[src/design/cpu_macros.svh]
// Widths assume two 16-bit instructions per 32-bit fetch word and must be changed together
`ifndef CPU_MACROS_SVH
`define CPU_MACROS_SVH

////////////////////////////////////////////////////////////////////////////
// Datapath and fetch widths
////////////////////////////////////////////////////////////////////////////

`define CPU_WORD_W    16
`define CPU_FETCH_W   32
`define CPU_PC_W      16

////////////////////////////////////////////////////////////////////////////
// Register file
////////////////////////////////////////////////////////////////////////////

`define CPU_REG_AW    3
`define CPU_NUM_REGS  8
// Hardwired zero, writes are dropped
`define CPU_ZERO_REG  7

// All ones so the first address after reset wraps to 0
`define CPU_PC_RESET  {`CPU_PC_W{1'b1}}

`endif

[src/design/cpu_pkg.sv]
// Only the four ADD/SUB opcodes are defined and any other opcode value executes as NOP
`default_nettype none

`include "cpu_macros.svh"

package cpu_pkg;

   typedef enum logic [4:0] {
      OP_ADDI = 5'b00000,
      OP_ADD  = 5'b00001,
      OP_SUBI = 5'b00010,
      OP_SUB  = 5'b00011
   } opcode_e;

   typedef enum logic [1:0] {
      ALU_ADD = 2'd0,
      ALU_SUB = 2'd1,
      ALU_NOP = 2'd2
   } alu_op_e;

   ////////////////////////////////////////////////////////////////////////////
   // Instruction formats
   ////////////////////////////////////////////////////////////////////////////

   typedef struct packed {
      opcode_e                opcode;
      logic [`CPU_REG_AW-1:0] rd;
      logic [`CPU_REG_AW-1:0] rs;
      logic [1:0]             unused;
      logic [`CPU_REG_AW-1:0] rt;
   } reg_form_t;

   typedef struct packed {
      opcode_e                opcode;
      logic [`CPU_REG_AW-1:0] rd;
      logic [`CPU_REG_AW-1:0] rs;
      logic [4:0]             imm;
   } imm_form_t;

   // Same word, the opcode picks the view
   typedef union packed {
      reg_form_t r;
      imm_form_t i;
   } instr_t;

   // First instruction sits in the low half, as in memory
   typedef struct packed {
      instr_t second;
      instr_t first;
   } instr_pair_t;

   ////////////////////////////////////////////////////////////////////////////
   // Lane traffic
   ////////////////////////////////////////////////////////////////////////////

   typedef struct packed {
      logic [`CPU_REG_AW-1:0] a;
      logic [`CPU_REG_AW-1:0] b;
   } read_addr_t;

   typedef struct packed {
      logic [`CPU_WORD_W-1:0] a;
      logic [`CPU_WORD_W-1:0] b;
   } read_data_t;

   typedef struct packed {
      alu_op_e                alu_op;
      logic [`CPU_REG_AW-1:0] dest;
      logic [`CPU_WORD_W-1:0] arg_a;
      logic [`CPU_WORD_W-1:0] arg_b;
   } lane_op_t;

   typedef struct packed {
      logic                   en;
      logic [`CPU_REG_AW-1:0] addr;
      logic [`CPU_WORD_W-1:0] value;
   } wb_t;

endpackage

`default_nettype wire

[src/design/fetch_buffer.sv]
// Memory must return the word for the previous cycle's instr_addr and there is no external stall
`timescale 1ns/1ns
`default_nettype none

`include "cpu_macros.svh"

module fetch_buffer import cpu_pkg::*; (
   input  logic                    clk,
   input  logic                    rst_n,
   input  logic                    issue_one,
   input  logic [`CPU_FETCH_W-1:0] instr_word,
   output logic [`CPU_PC_W-1:0]    instr_addr,
   output logic [`CPU_PC_W-1:0]    pc,
   output logic                    stall,
   output instr_pair_t             window
);

   instr_t word_lo;
   instr_t word_hi;
   instr_t carry;
   logic   carry_full;

   assign word_lo = instr_word[`CPU_WORD_W-1:0];
   assign word_hi = instr_word[`CPU_FETCH_W-1:`CPU_WORD_W];

   ////////////////////////////////////////////////////////////////////////////
   // Window selection
   ////////////////////////////////////////////////////////////////////////////

   always_comb begin
      if (carry_full) begin
         window.first  = carry;
         window.second = word_lo;
      end else begin
         window.first  = word_lo;
         window.second = word_hi;
      end
   end

   // Carry plus an unissued low half means the word must be read again
   assign stall      = carry_full && issue_one;
   assign instr_addr = stall ? pc : pc + `CPU_PC_W'(1);

   always_ff @(posedge clk) begin
      if (!rst_n) begin
         pc <= `CPU_PC_RESET;
      end else begin
         pc <= instr_addr;
      end
   end

   ////////////////////////////////////////////////////////////////////////////
   // Carry slot
   ////////////////////////////////////////////////////////////////////////////

   // Empty and single issue fills it, full and single issue drains it
   always_ff @(posedge clk) begin
      if (!rst_n) begin
         carry_full <= 1'b0;
      end else begin
         carry_full <= carry_full ^ issue_one;
      end
   end

   // Every transition into the full state keeps the high half
   always_ff @(posedge clk) begin
      if (carry_full != issue_one) begin
         carry <= word_hi;
      end
   end

endmodule

`default_nettype wire

[src/design/pair_decoder.sv]
// Dependency check compares register fields only and does not look at whether the first writes
`timescale 1ns/1ns
`default_nettype none

`include "cpu_macros.svh"

module pair_decoder import cpu_pkg::*; (
   input  logic        clk,
   input  logic        rst_n,
   input  instr_pair_t window,
   output read_addr_t  rd_addr_1,
   output read_addr_t  rd_addr_2,
   input  read_data_t  rd_data_1,
   input  read_data_t  rd_data_2,
   output logic        issue_one,
   output lane_op_t    lane_1,
   output lane_op_t    lane_2
);

   instr_t   first;
   instr_t   second;
   lane_op_t next_1;
   lane_op_t next_2;

   ////////////////////////////////////////////////////////////////////////////
   // Field decode
   ////////////////////////////////////////////////////////////////////////////

   function automatic logic uses_rt(input instr_t ins);
      return (ins.r.opcode == OP_ADD) || (ins.r.opcode == OP_SUB);
   endfunction

   function automatic logic [`CPU_WORD_W-1:0] sext_imm(input logic [4:0] imm);
      return {{(`CPU_WORD_W-5){imm[4]}}, imm};
   endfunction

   function automatic lane_op_t decode_lane(input instr_t ins, input read_data_t src);
      lane_op_t op;
      op.alu_op = ALU_NOP;
      op.dest   = ins.r.rd;
      op.arg_a  = src.a;
      op.arg_b  = src.b;
      case (ins.r.opcode)
         OP_ADDI: begin
            op.alu_op = ALU_ADD;
            op.arg_b  = sext_imm(ins.i.imm);
         end
         OP_ADD:  op.alu_op = ALU_ADD;
         OP_SUBI: begin
            op.alu_op = ALU_SUB;
            op.arg_b  = sext_imm(ins.i.imm);
         end
         OP_SUB:  op.alu_op = ALU_SUB;
         default: op.alu_op = ALU_NOP;
      endcase
      return op;
   endfunction

   assign first  = window.first;
   assign second = window.second;

   // rt read even for immediates, the value is simply not used
   assign rd_addr_1 = '{a: first.r.rs, b: first.r.rt};
   assign rd_addr_2 = '{a: second.r.rs, b: second.r.rt};

   // Second reads what the first is about to write
   assign issue_one = (second.r.rs == first.r.rd) ||
                      (uses_rt(second) && (second.r.rt == first.r.rd));

   always_comb begin
      next_1 = decode_lane(first, rd_data_1);
      next_2 = decode_lane(second, rd_data_2);
      if (issue_one) begin
         next_2.alu_op = ALU_NOP;
      end
   end

   ////////////////////////////////////////////////////////////////////////////
   // Decode to execute register
   ////////////////////////////////////////////////////////////////////////////

   always_ff @(posedge clk) begin
      if (!rst_n) begin
         lane_1 <= '{alu_op: ALU_NOP, dest: '0, arg_a: '0, arg_b: '0};
         lane_2 <= '{alu_op: ALU_NOP, dest: '0, arg_a: '0, arg_b: '0};
      end else begin
         lane_1 <= next_1;
         lane_2 <= next_2;
      end
   end

endmodule

`default_nettype wire

[src/design/execute_lanes.sv]
// Purely combinational and results wrap modulo 2^16 with no overflow flag
`timescale 1ns/1ns
`default_nettype none

`include "cpu_macros.svh"

module execute_lanes import cpu_pkg::*; (
   input  lane_op_t lane_1,
   input  lane_op_t lane_2,
   output wb_t      wb_1,
   output wb_t      wb_2
);

   // One lane of ADD/SUB, NOP gives no write
   function automatic wb_t run_lane(input lane_op_t op);
      wb_t wb;
      wb.en    = 1'b0;
      wb.addr  = op.dest;
      wb.value = '0;
      case (op.alu_op)
         ALU_ADD: begin
            wb.en    = 1'b1;
            wb.value = op.arg_a + op.arg_b;
         end
         ALU_SUB: begin
            wb.en    = 1'b1;
            wb.value = op.arg_a - op.arg_b;
         end
         default: wb.en = 1'b0;
      endcase
      return wb;
   endfunction

   assign wb_1 = run_lane(lane_1);
   assign wb_2 = run_lane(lane_2);

endmodule

`default_nettype wire

[src/design/reg_file.sv]
// Register contents are undefined until the first reset and the debug port bypasses forwarding
`timescale 1ns/1ns
`default_nettype none

`include "cpu_macros.svh"

module reg_file import cpu_pkg::*; (
   input  logic                   clk,
   input  logic                   rst_n,
   input  wb_t                    wb_1,
   input  wb_t                    wb_2,
   input  read_addr_t             rd_addr_1,
   input  read_addr_t             rd_addr_2,
   output read_data_t             rd_data_1,
   output read_data_t             rd_data_2,
   input  logic [`CPU_REG_AW-1:0] dbg_addr,
   output logic [`CPU_WORD_W-1:0] dbg_value
);

   logic [`CPU_WORD_W-1:0] regs [`CPU_NUM_REGS];

   // Zero register never accepts a write
   function automatic logic writable(input wb_t w);
      return w.en && (w.addr != `CPU_ZERO_REG);
   endfunction

   // Lane 2 is applied last so it wins on a shared address
   function automatic logic [`CPU_WORD_W-1:0] forward(
      input logic [`CPU_REG_AW-1:0] addr,
      input logic [`CPU_WORD_W-1:0] stored,
      input wb_t                    w1,
      input wb_t                    w2
   );
      logic [`CPU_WORD_W-1:0] value;
      value = stored;
      if (writable(w1) && (w1.addr == addr)) begin
         value = w1.value;
      end
      if (writable(w2) && (w2.addr == addr)) begin
         value = w2.value;
      end
      return value;
   endfunction

   ////////////////////////////////////////////////////////////////////////////
   // Write ports
   ////////////////////////////////////////////////////////////////////////////

   always_ff @(posedge clk) begin
      if (!rst_n) begin
         for (int i = 0; i < `CPU_NUM_REGS; i++) begin
            regs[i] <= '0;
         end
      end else begin
         if (writable(wb_1)) begin
            regs[wb_1.addr] <= wb_1.value;
         end
         // Later assignment, so lane 2 overrides lane 1
         if (writable(wb_2)) begin
            regs[wb_2.addr] <= wb_2.value;
         end
      end
   end

   ////////////////////////////////////////////////////////////////////////////
   // Read ports
   ////////////////////////////////////////////////////////////////////////////

   assign rd_data_1.a = forward(rd_addr_1.a, regs[rd_addr_1.a], wb_1, wb_2);
   assign rd_data_1.b = forward(rd_addr_1.b, regs[rd_addr_1.b], wb_1, wb_2);
   assign rd_data_2.a = forward(rd_addr_2.a, regs[rd_addr_2.a], wb_1, wb_2);
   assign rd_data_2.b = forward(rd_addr_2.b, regs[rd_addr_2.b], wb_1, wb_2);

   assign dbg_value = regs[dbg_addr];

endmodule

`default_nettype wire

[src/design/dual_issue_core.sv]
// Instruction memory is external with one cycle read latency and retire bit 0 belongs to lane 1
`timescale 1ns/1ns
`default_nettype none

`include "cpu_macros.svh"

module dual_issue_core import cpu_pkg::*; (
   input  logic                    clk,
   input  logic                    rst_n,
   output logic [`CPU_PC_W-1:0]    instr_addr,
   input  logic [`CPU_FETCH_W-1:0] instr_word,
   input  logic [`CPU_REG_AW-1:0]  dbg_addr,
   output logic [`CPU_WORD_W-1:0]  dbg_value,
   output logic [`CPU_PC_W-1:0]    pc,
   output logic                    stall,
   output logic [1:0]              retire
);

   instr_pair_t window;
   logic        issue_one;
   read_addr_t  rd_addr_1;
   read_addr_t  rd_addr_2;
   read_data_t  rd_data_1;
   read_data_t  rd_data_2;
   lane_op_t    lane_1;
   lane_op_t    lane_2;
   wb_t         wb_1;
   wb_t         wb_2;

   ////////////////////////////////////////////////////////////////////////////
   // Fetch and decode
   ////////////////////////////////////////////////////////////////////////////

   fetch_buffer fetch0 (
      .clk        (clk),
      .rst_n      (rst_n),
      .issue_one  (issue_one),
      .instr_word (instr_word),
      .instr_addr (instr_addr),
      .pc         (pc),
      .stall      (stall),
      .window     (window)
   );

   pair_decoder decode0 (
      .clk       (clk),
      .rst_n     (rst_n),
      .window    (window),
      .rd_addr_1 (rd_addr_1),
      .rd_addr_2 (rd_addr_2),
      .rd_data_1 (rd_data_1),
      .rd_data_2 (rd_data_2),
      .issue_one (issue_one),
      .lane_1    (lane_1),
      .lane_2    (lane_2)
   );

   ////////////////////////////////////////////////////////////////////////////
   // Execute and writeback
   ////////////////////////////////////////////////////////////////////////////

   execute_lanes exec0 (
      .lane_1 (lane_1),
      .lane_2 (lane_2),
      .wb_1   (wb_1),
      .wb_2   (wb_2)
   );

   reg_file regs0 (
      .clk       (clk),
      .rst_n     (rst_n),
      .wb_1      (wb_1),
      .wb_2      (wb_2),
      .rd_addr_1 (rd_addr_1),
      .rd_addr_2 (rd_addr_2),
      .rd_data_1 (rd_data_1),
      .rd_data_2 (rd_data_2),
      .dbg_addr  (dbg_addr),
      .dbg_value (dbg_value)
   );

   // High while the execute cycle writes back
   assign retire = {wb_2.en, wb_1.en};

endmodule

`default_nettype wire

[config.mk]
export PLATFORM = sky130hd
export DESIGN_NAME = dual_issue_core
export DESIGN_NICKNAME = d
export VERILOG_FILES = /design/src/design/cpu_pkg.sv /design/src/design/fetch_buffer.sv /design/src/design/pair_decoder.sv /design/src/design/execute_lanes.sv /design/src/design/reg_file.sv /design/src/design/dual_issue_core.sv
export VERILOG_INCLUDE_DIRS = /design/src /design/src/design
export SDC_FILE = /design/constraint.sdc
export NUM_CORES = 1
export LEC_CHECK = 0
export BUFFER_PORTS_ARGS = -buffer_cell sky130_fd_sc_hd__buf_2
export CAP_MARGIN = 10
export CORE_ASPECT_RATIO = 0.8
export CORE_UTILIZATION = 25
export CTS_CLUSTER_DIAMETER = 80
export DETAILED_ROUTE_END_ITERATION = 8
export GPL_TIMING_DRIVEN = 0
export PLACE_DENSITY_LB_ADDON = 0.15
export SYNTH_ARGS = -nofsm -noshare
export SYNTH_HDL_FRONTEND = slang
export SYNTH_SLANG_ARGS = --single-unit
[constraint.sdc]
create_clock -name clk -period 4.42 [get_ports clk]
set_input_delay 0 -clock clk [delete_from_list [all_inputs] [get_ports clk]]
set_output_delay 0 -clock clk [all_outputs]
set_load 0.05 [all_outputs]
Word-level counts from Yosys, hierarchy flattened
Memories as Yosys holds them, arrays and structs flattened. A register that Yosys moved wholly into a read port is not among the register bits.
Index checks and enable logic that the tools add are counted.

cells by class
  equal/unequal tests = 17
  $add $sub $neg = 5
  mux-type cells = 27
  shift operators = 0
  div/mod/pow operators = 0
  $mul = 0
  reduce and logical (&&, ||, !) cells = 27
  bitwise logic cells = 2
  order comparisons = 0

operator list
  operator                                       count
  2-to-1 mux 16 bit                              9
  one-hot mux 16 bit (2 select lines)            2
  adder 16 bit                                   2
  2-to-1 mux 32 bit                              1
  OR reduction 16 bit                            2
  subtractor 16 bit                              2
  == test 5 x 2 -> 1 bit, second input constant  4
  == test 3 bit                                  6
  OR reduction 2 bit                             9
  adder 16 x 1 -> 16 bit, second input constant  1
  2-to-1 mux 1 bit                               11
  == test 5 x 1 -> 1 bit, second input constant  2
  zero test 5 bit                                2
  logical AND 1 bit                              8
  one-hot mux 2 bit (2 select lines)             2
  2-to-1 mux 3 bit                               2
  inequality test 3 bit, second input constant   2
  == test 2 x 1 -> 1 bit, second input constant  2
  zero test 2 bit                                2
  zero test 1 bit                                2
  logical OR 1 bit                               2
  inequality test 1 bit                          1
  inverter 1 bit                                 1
  bitwise XOR 1 bit                              1

storage, ports and cells
  bits in latches = 0
  RAM bits = 128
  memories = 1
  bits in read-only memories = 0
  flip-flop bits (word level) = 75

memory list
  memory      words  bits a word  read ports  clocked after Yosys merged registers in  write ports  line            RTL
  regs0.regs  8      16           5           2                                        8            reg_file.sv:20  logic [`CPU_WORD_W-1:0] regs [`CPU_NUM_REGS];

Longest topological paths before layout
  depth in word-level cells = 9
  gate-level depth with buffers = 17

Cells and area by module
From an unflattened synthesis, not the netlist that was laid out.

unflattened totals
  cells, all modules = 1699
  area, all modules = 19007.0 um^2

modules (own cells, without submodules)
  module         instances  cells an instance  area an instance (um^2)
  reg_file       1          988                12585.8
  pair_decoder   1          232                2431.1
  execute_lanes  1          342                2278.4
  fetch_buffer   1          137                1711.6

Worst setup path after synthesis
Ideal clock, no wire load.

  kind = reg-to-reg
  start point = register fetch0.carry_full
  end point = register fetch0.pc[15]
  buffers on the path = 4
  clock period less this slack = 4.229 ns
  stages on the path, launching flop included = 17
  setup slack = 0.191 ns
  required time = 4.359 ns
  arrival time = 4.167 ns
  library setup time = 0.061 ns
  cells stage by stage = dfxtp_1 > buf_6 > buf_12 > buf_6 > buf_1 > mux2i_1 > xnor2_1 > nand4_1 > o21ai_0 > ha_1 > nand4b_1 > nor2_1 > nand2_1 > nor2_1 > and4_1 > xor2_1 > or2_2

between the ends
  longest elaborated chain between the ends = 7

RTL lines
  element                                                           line                   RTL
  start, declared                                                   fetch_buffer.sv:21     logic carry_full;
  start signal, assigned                                            fetch_buffer.sv:61     carry_full <= carry_full ^ issue_one;
  2-to-1 mux 32 bit                                                 fetch_buffer.sv:31     if (carry_full) begin
  == test 5 x 1 -> 1 bit or == test 5 x 2 -> 1 bit (tied branches)  pair_decoder.sv:30     return (ins.r.opcode == OP_ADD) || (ins.r.opcode == OP_SUB);
  logical OR 1 bit                                                  pair_decoder.sv:30
  logical AND 1 bit                                                 pair_decoder.sv:68     (uses_rt(second) && (second.r.rt == first.r.rd));
  logical OR 1 bit                                                  pair_decoder.sv:67     assign issue_one = (second.r.rs == first.r.rd) ||
  logical AND 1 bit (*)                                             fetch_buffer.sv:41     assign stall = carry_full && issue_one;
  via stall                                                         dual_issue_core.sv:15  output logic stall,
  2-to-1 mux 16 bit (*)                                             fetch_buffer.sv:42     assign instr_addr = stall ? pc : pc + `CPU_PC_W'(1);
  via instr_addr[15]                                                dual_issue_core.sv:10  output logic [`CPU_PC_W-1:0] instr_addr,
  end signal, assigned                                              fetch_buffer.sv:46     pc <= `CPU_PC_RESET;
  end signal, assigned                                              fetch_buffer.sv:48     pc <= instr_addr;
  end, declared                                                     fetch_buffer.sv:13     output logic [`CPU_PC_W-1:0] pc,

Mark *: on every way through the listed nets, which the timed path passes. The rest lies on a longest branch.
A chain may end at the register's enable or synchronous reset.

==> key figures <==
STA
  • RSZ-0062 raised after global routing: true
  • Fin. Hold Viols: 0
  • Setup WS post-layout: 0.186 ns
  • Slew Limit Headroom: between 10% and 20%
  • Tmin final: 4.23 ns
  • Hold slack: 0.0707 ns
  • Skew final: 0.0210 ns
  • Worst Tran Pin Value: 1.30 ns
  • Max Fclk: between 200 and 250 MHz
  • Final period util: 95.8%
  • Finish-stage setup viols: 0
  • Max Slew Vio Count: 0

CTS
  • CTS tree: done
  • CTS root buf: clkbuf_16
  • Sink Count: 235
  • Clock latency on the worst-skew pair: 0.57 ns
  • CTS Buf Count: 34
  • CTS HTree Levels: 2
  • Deepest clock path buffer count: 3
  • Clk slew on worst S/H paths: 0.06 ns

Synth
  • Predominant post-synthesis flop cell: edfxtp_1
  • Post-Synthesis Cells: approximately 1800
  • Syn Area/Cell: roughly 9.5 µm²
  • Post-synth EDFFs: 144
  • Yosys warns: 0
  • Yosys cell types: 76
  • Post-synthesis sequential area ratio: 35.0%
  • Synthesis-stage register bit count: 235
  • Post-synth design cell area: 17500 µm²
  • Async SR Flop Fraction: 0%

Die
  • Starting Density: around a quarter
  • Row count: 86
  • Core area: 69100 µm²
  • IO Count: 88
  • Die Wd: just under 300 µm
  • DIE AREA: 71200 µm²
  • Die H: 239 µm

Worst setup path
  • Reg2reg start: decode0.lane_1[36]
  • CP Launch Type: flop
  • Worst setup EP type: flop
  • Kind of critical path: reg -> reg
  • CP Launch Point: decode0.lane_1[36]
  • Worst EP arrival: 4.63 ns
  • CP required: around 4.8 ns
  • Crit path max fanout: 10

Power
  • Pwr dens: 606 nW/µm²
  • Pwr Total: 12.7 mW
  • VDD IR max: 0.000386 V
  • P_leak: 7.51 nW

Drt
  • Number of vias in the routed layout: 17700
  • DRC: 0
  • Routed wire length: 95900 µm
  • Routed Antenna Nets: 0
  • Vias per cell: 5.98
  • WL/cell: ~32 µm
  • DR pass1 iterations: 6
  • Drt first-iter violations: 2829

Hold path
  • Worst min path class: in -> reg
  • Hold Startpoint: instr_word[11]

Placed design
  • Post-DP HPWL: roughly 70000 µm
  • Setup WS pre-CTS: -1.24 ns
  • Port Buffers: 85
  • GPL Wtd Cong: 1.00

Global routing
  • Vias in the first global route: around 17000
  • Total gr overflow: 0
  • GR Util All Layers: 26.5%
  • Global-route wire length before repair: around 130000 µm
  • Largest net degree at the start of global routing: 18
  • Initial antenna violation count: 2

Layout
  • Final nets: 2089
  • Share of layout cells above drive strength 1: 21.2%
  • Synth-to-layout area growth: 19.9%

Flow run
  • Total of max-cap violations: 0

Run status
  • Status: finished, final reports clean
## registers in the layout, indices dropped and copies added (netlist names)
register and flops:
regs0.regs 128, decode0.lane_1 37, decode0.lane_2 37, fetch0.carry 16
fetch0.pc 16, fetch0.carry_full 1
## worst max-delay path: stages (launching register included)
cell       delay [ns]
dfxtp_2          0.46
clkbuf_2         0.32
clkbuf_4         0.32
nor2b_1          0.10
clkbuf_2         0.21
nor2_1           0.15
xnor2_1          0.14
ha_1             0.30
nor2b_1          0.18
o2111ai_2        0.33
a31oi_1          0.18
o21ai_0          0.16
or3b_2           0.51
and2_1           0.16
o32ai_1          0.55
## cells by family after synthesis
family / Yosys count / share of synthesized area [%]
other: 1 / 0.0214
buffers and inverters: 175 / 4.47
adders and majority gates: 36 / 2.65
muxes: 204 / 19.3
and+or+nand+nor: 683 / 18.0
DFF: 235 / 35.0
AOI/OAI and AO/OA: 426 / 16.4
xor gates and xnor gates: 82 / 4.14
## metrics by stage
step / instance area, µm² / instances / setup TNS (ns) / utilization (%)
floorplan: 17600 / 1857 / 0 / -
CTS: 20900 / 2964 / 0 / 30.3
finish: 21000 / 2967 / 0 / 30.4
detailed placement: 19300 / 2875 / -98.98 / 28.0
global placement: 19200 / 2866 / -145.20 / 27.8
global route: 21000 / 2965 / -0.00963 / 30.4
## path summary, 6_finish.rpt
| kind | to | depth (start not counted) | slack (ns) |
|---|---|---|---|
| setup / recovery | decode0.lane_1[24] | 14 | 0.19 |
| hold / removal | decode0.lane_2[36] | 5 | 0.07 |
| hold reg to reg | decode0.lane_1[35] | 2 | 0.50 |
| setup reg to reg | decode0.lane_1[24] | 14 | 0.19 |
## layout make-up
class,instances,area (µm²)
diodes,2,5.00
clock inverters,19,199
clock buffers,42,901
well taps,924,1160
inverters,22,85.1
plain buffers,147,733
fillers,7246,48100
flip-flops and latches,235,6150
multi-input cells,1447,10900
repair buffers,129,931
## where the power goes
part | internal [mW] | total, mW | switching (mW)
Combinational | 2.35 | 6.95 | 4.59
Clock | 1.64 | 2.82 | 1.18
Sequential | 2.68 | 2.97 | 0.292
## synth_stat cells (7+ instances only)
master	n	area, µm²
nand2_1	339	1270
edfxtp_1	144	4320
o22ai_1	122	763
mux4_2	96	2160
clkbuf_1	93	349
dfxtp_1	91	1820
nand3_1	88	440
nor2_1	72	270
o21ai_0	59	295
xnor2_1	58	508
mux2i_1	50	500
a21oi_1	48	240
and3_1	47	294
mux2_2	46	518
a311oi_1	39	342
buf_2	38	190
ha_1	34	425
nor3_1	30	150
a31oi_1	29	181
xor2_1	23	201
or2_2	22	138
inv_1	21	78.8
a211oi_1	19	143
o21a_1	15	113
nor2b_1	14	87.6
o32ai_1	14	123
nand2b_1	13	81.3
or3_1	13	81.3
a21o_1	10	75.1
buf_1	10	37.5
and2_1	8	50.1
o211ai_1	8	60.1
a211o_1	7	61.3
nand3b_1	7	52.6
nor4_1	7	43.8
o31ai_1	7	52.6
## repair_timing
action                                 4_1_cts  5_1_grt
setup endpoints to repair                  231       53
hold buffers                                25        0
endpoints found under the hold margin       28        0
buffers inserted                             6        2
resized for setup                           53       18
pin swaps                                    2        1
## cell usage in the layout, fill, tap and decap left out, types with 9 or more instances in the layout
cell,netlist,layout
and3_1,47,47
a21o_1,10,10
a211oi_1,19,19
conb_1,1,16
dfxtp_1,91,89
o22ai_1,122,122
nand2_1,339,337
or3_1,13,12
xor2_1,23,23
clkbuf_16,0,34
mux2i_4,5,9
xnor2_1,58,57
buf_2,38,118
mux2_2,46,46
edfxtp_1,144,144
a21oi_1,48,47
dlygate4sd3_1,0,25
mux2i_1,50,45
nand3_1,88,87
buf_4,5,18
inv_1,21,21
ha_1,34,33
nor3_1,30,29
o21ai_0,59,58
nor2_1,72,68
clkbuf_1,93,84
a311oi_1,39,39
mux4_2,96,96
a31oi_1,29,27
o21a_1,15,15
nand2b_1,13,12
or2_2,22,22
o32ai_1,14,14
nor2b_1,14,13
## per-layer routing
| layer | wire, µm | share of wire (%) | vias to the layer above | global-route usage, % |
|---|---|---|---|---|
| met1 | 43100 | 45 | 8926 | 38.8 |
| met3 | 10600 | 11 | 196 | 6.17 |
| met5 | 0 | 0 | - | 0 |
| li1 | - | - | 7384 | - |
| met2 | 38400 | 40 | 1228 | 37.4 |
| met4 | 3750 | 3.9 | 0 | 9.90 |
Note: power is estimated with default switching activity, not from simulation.
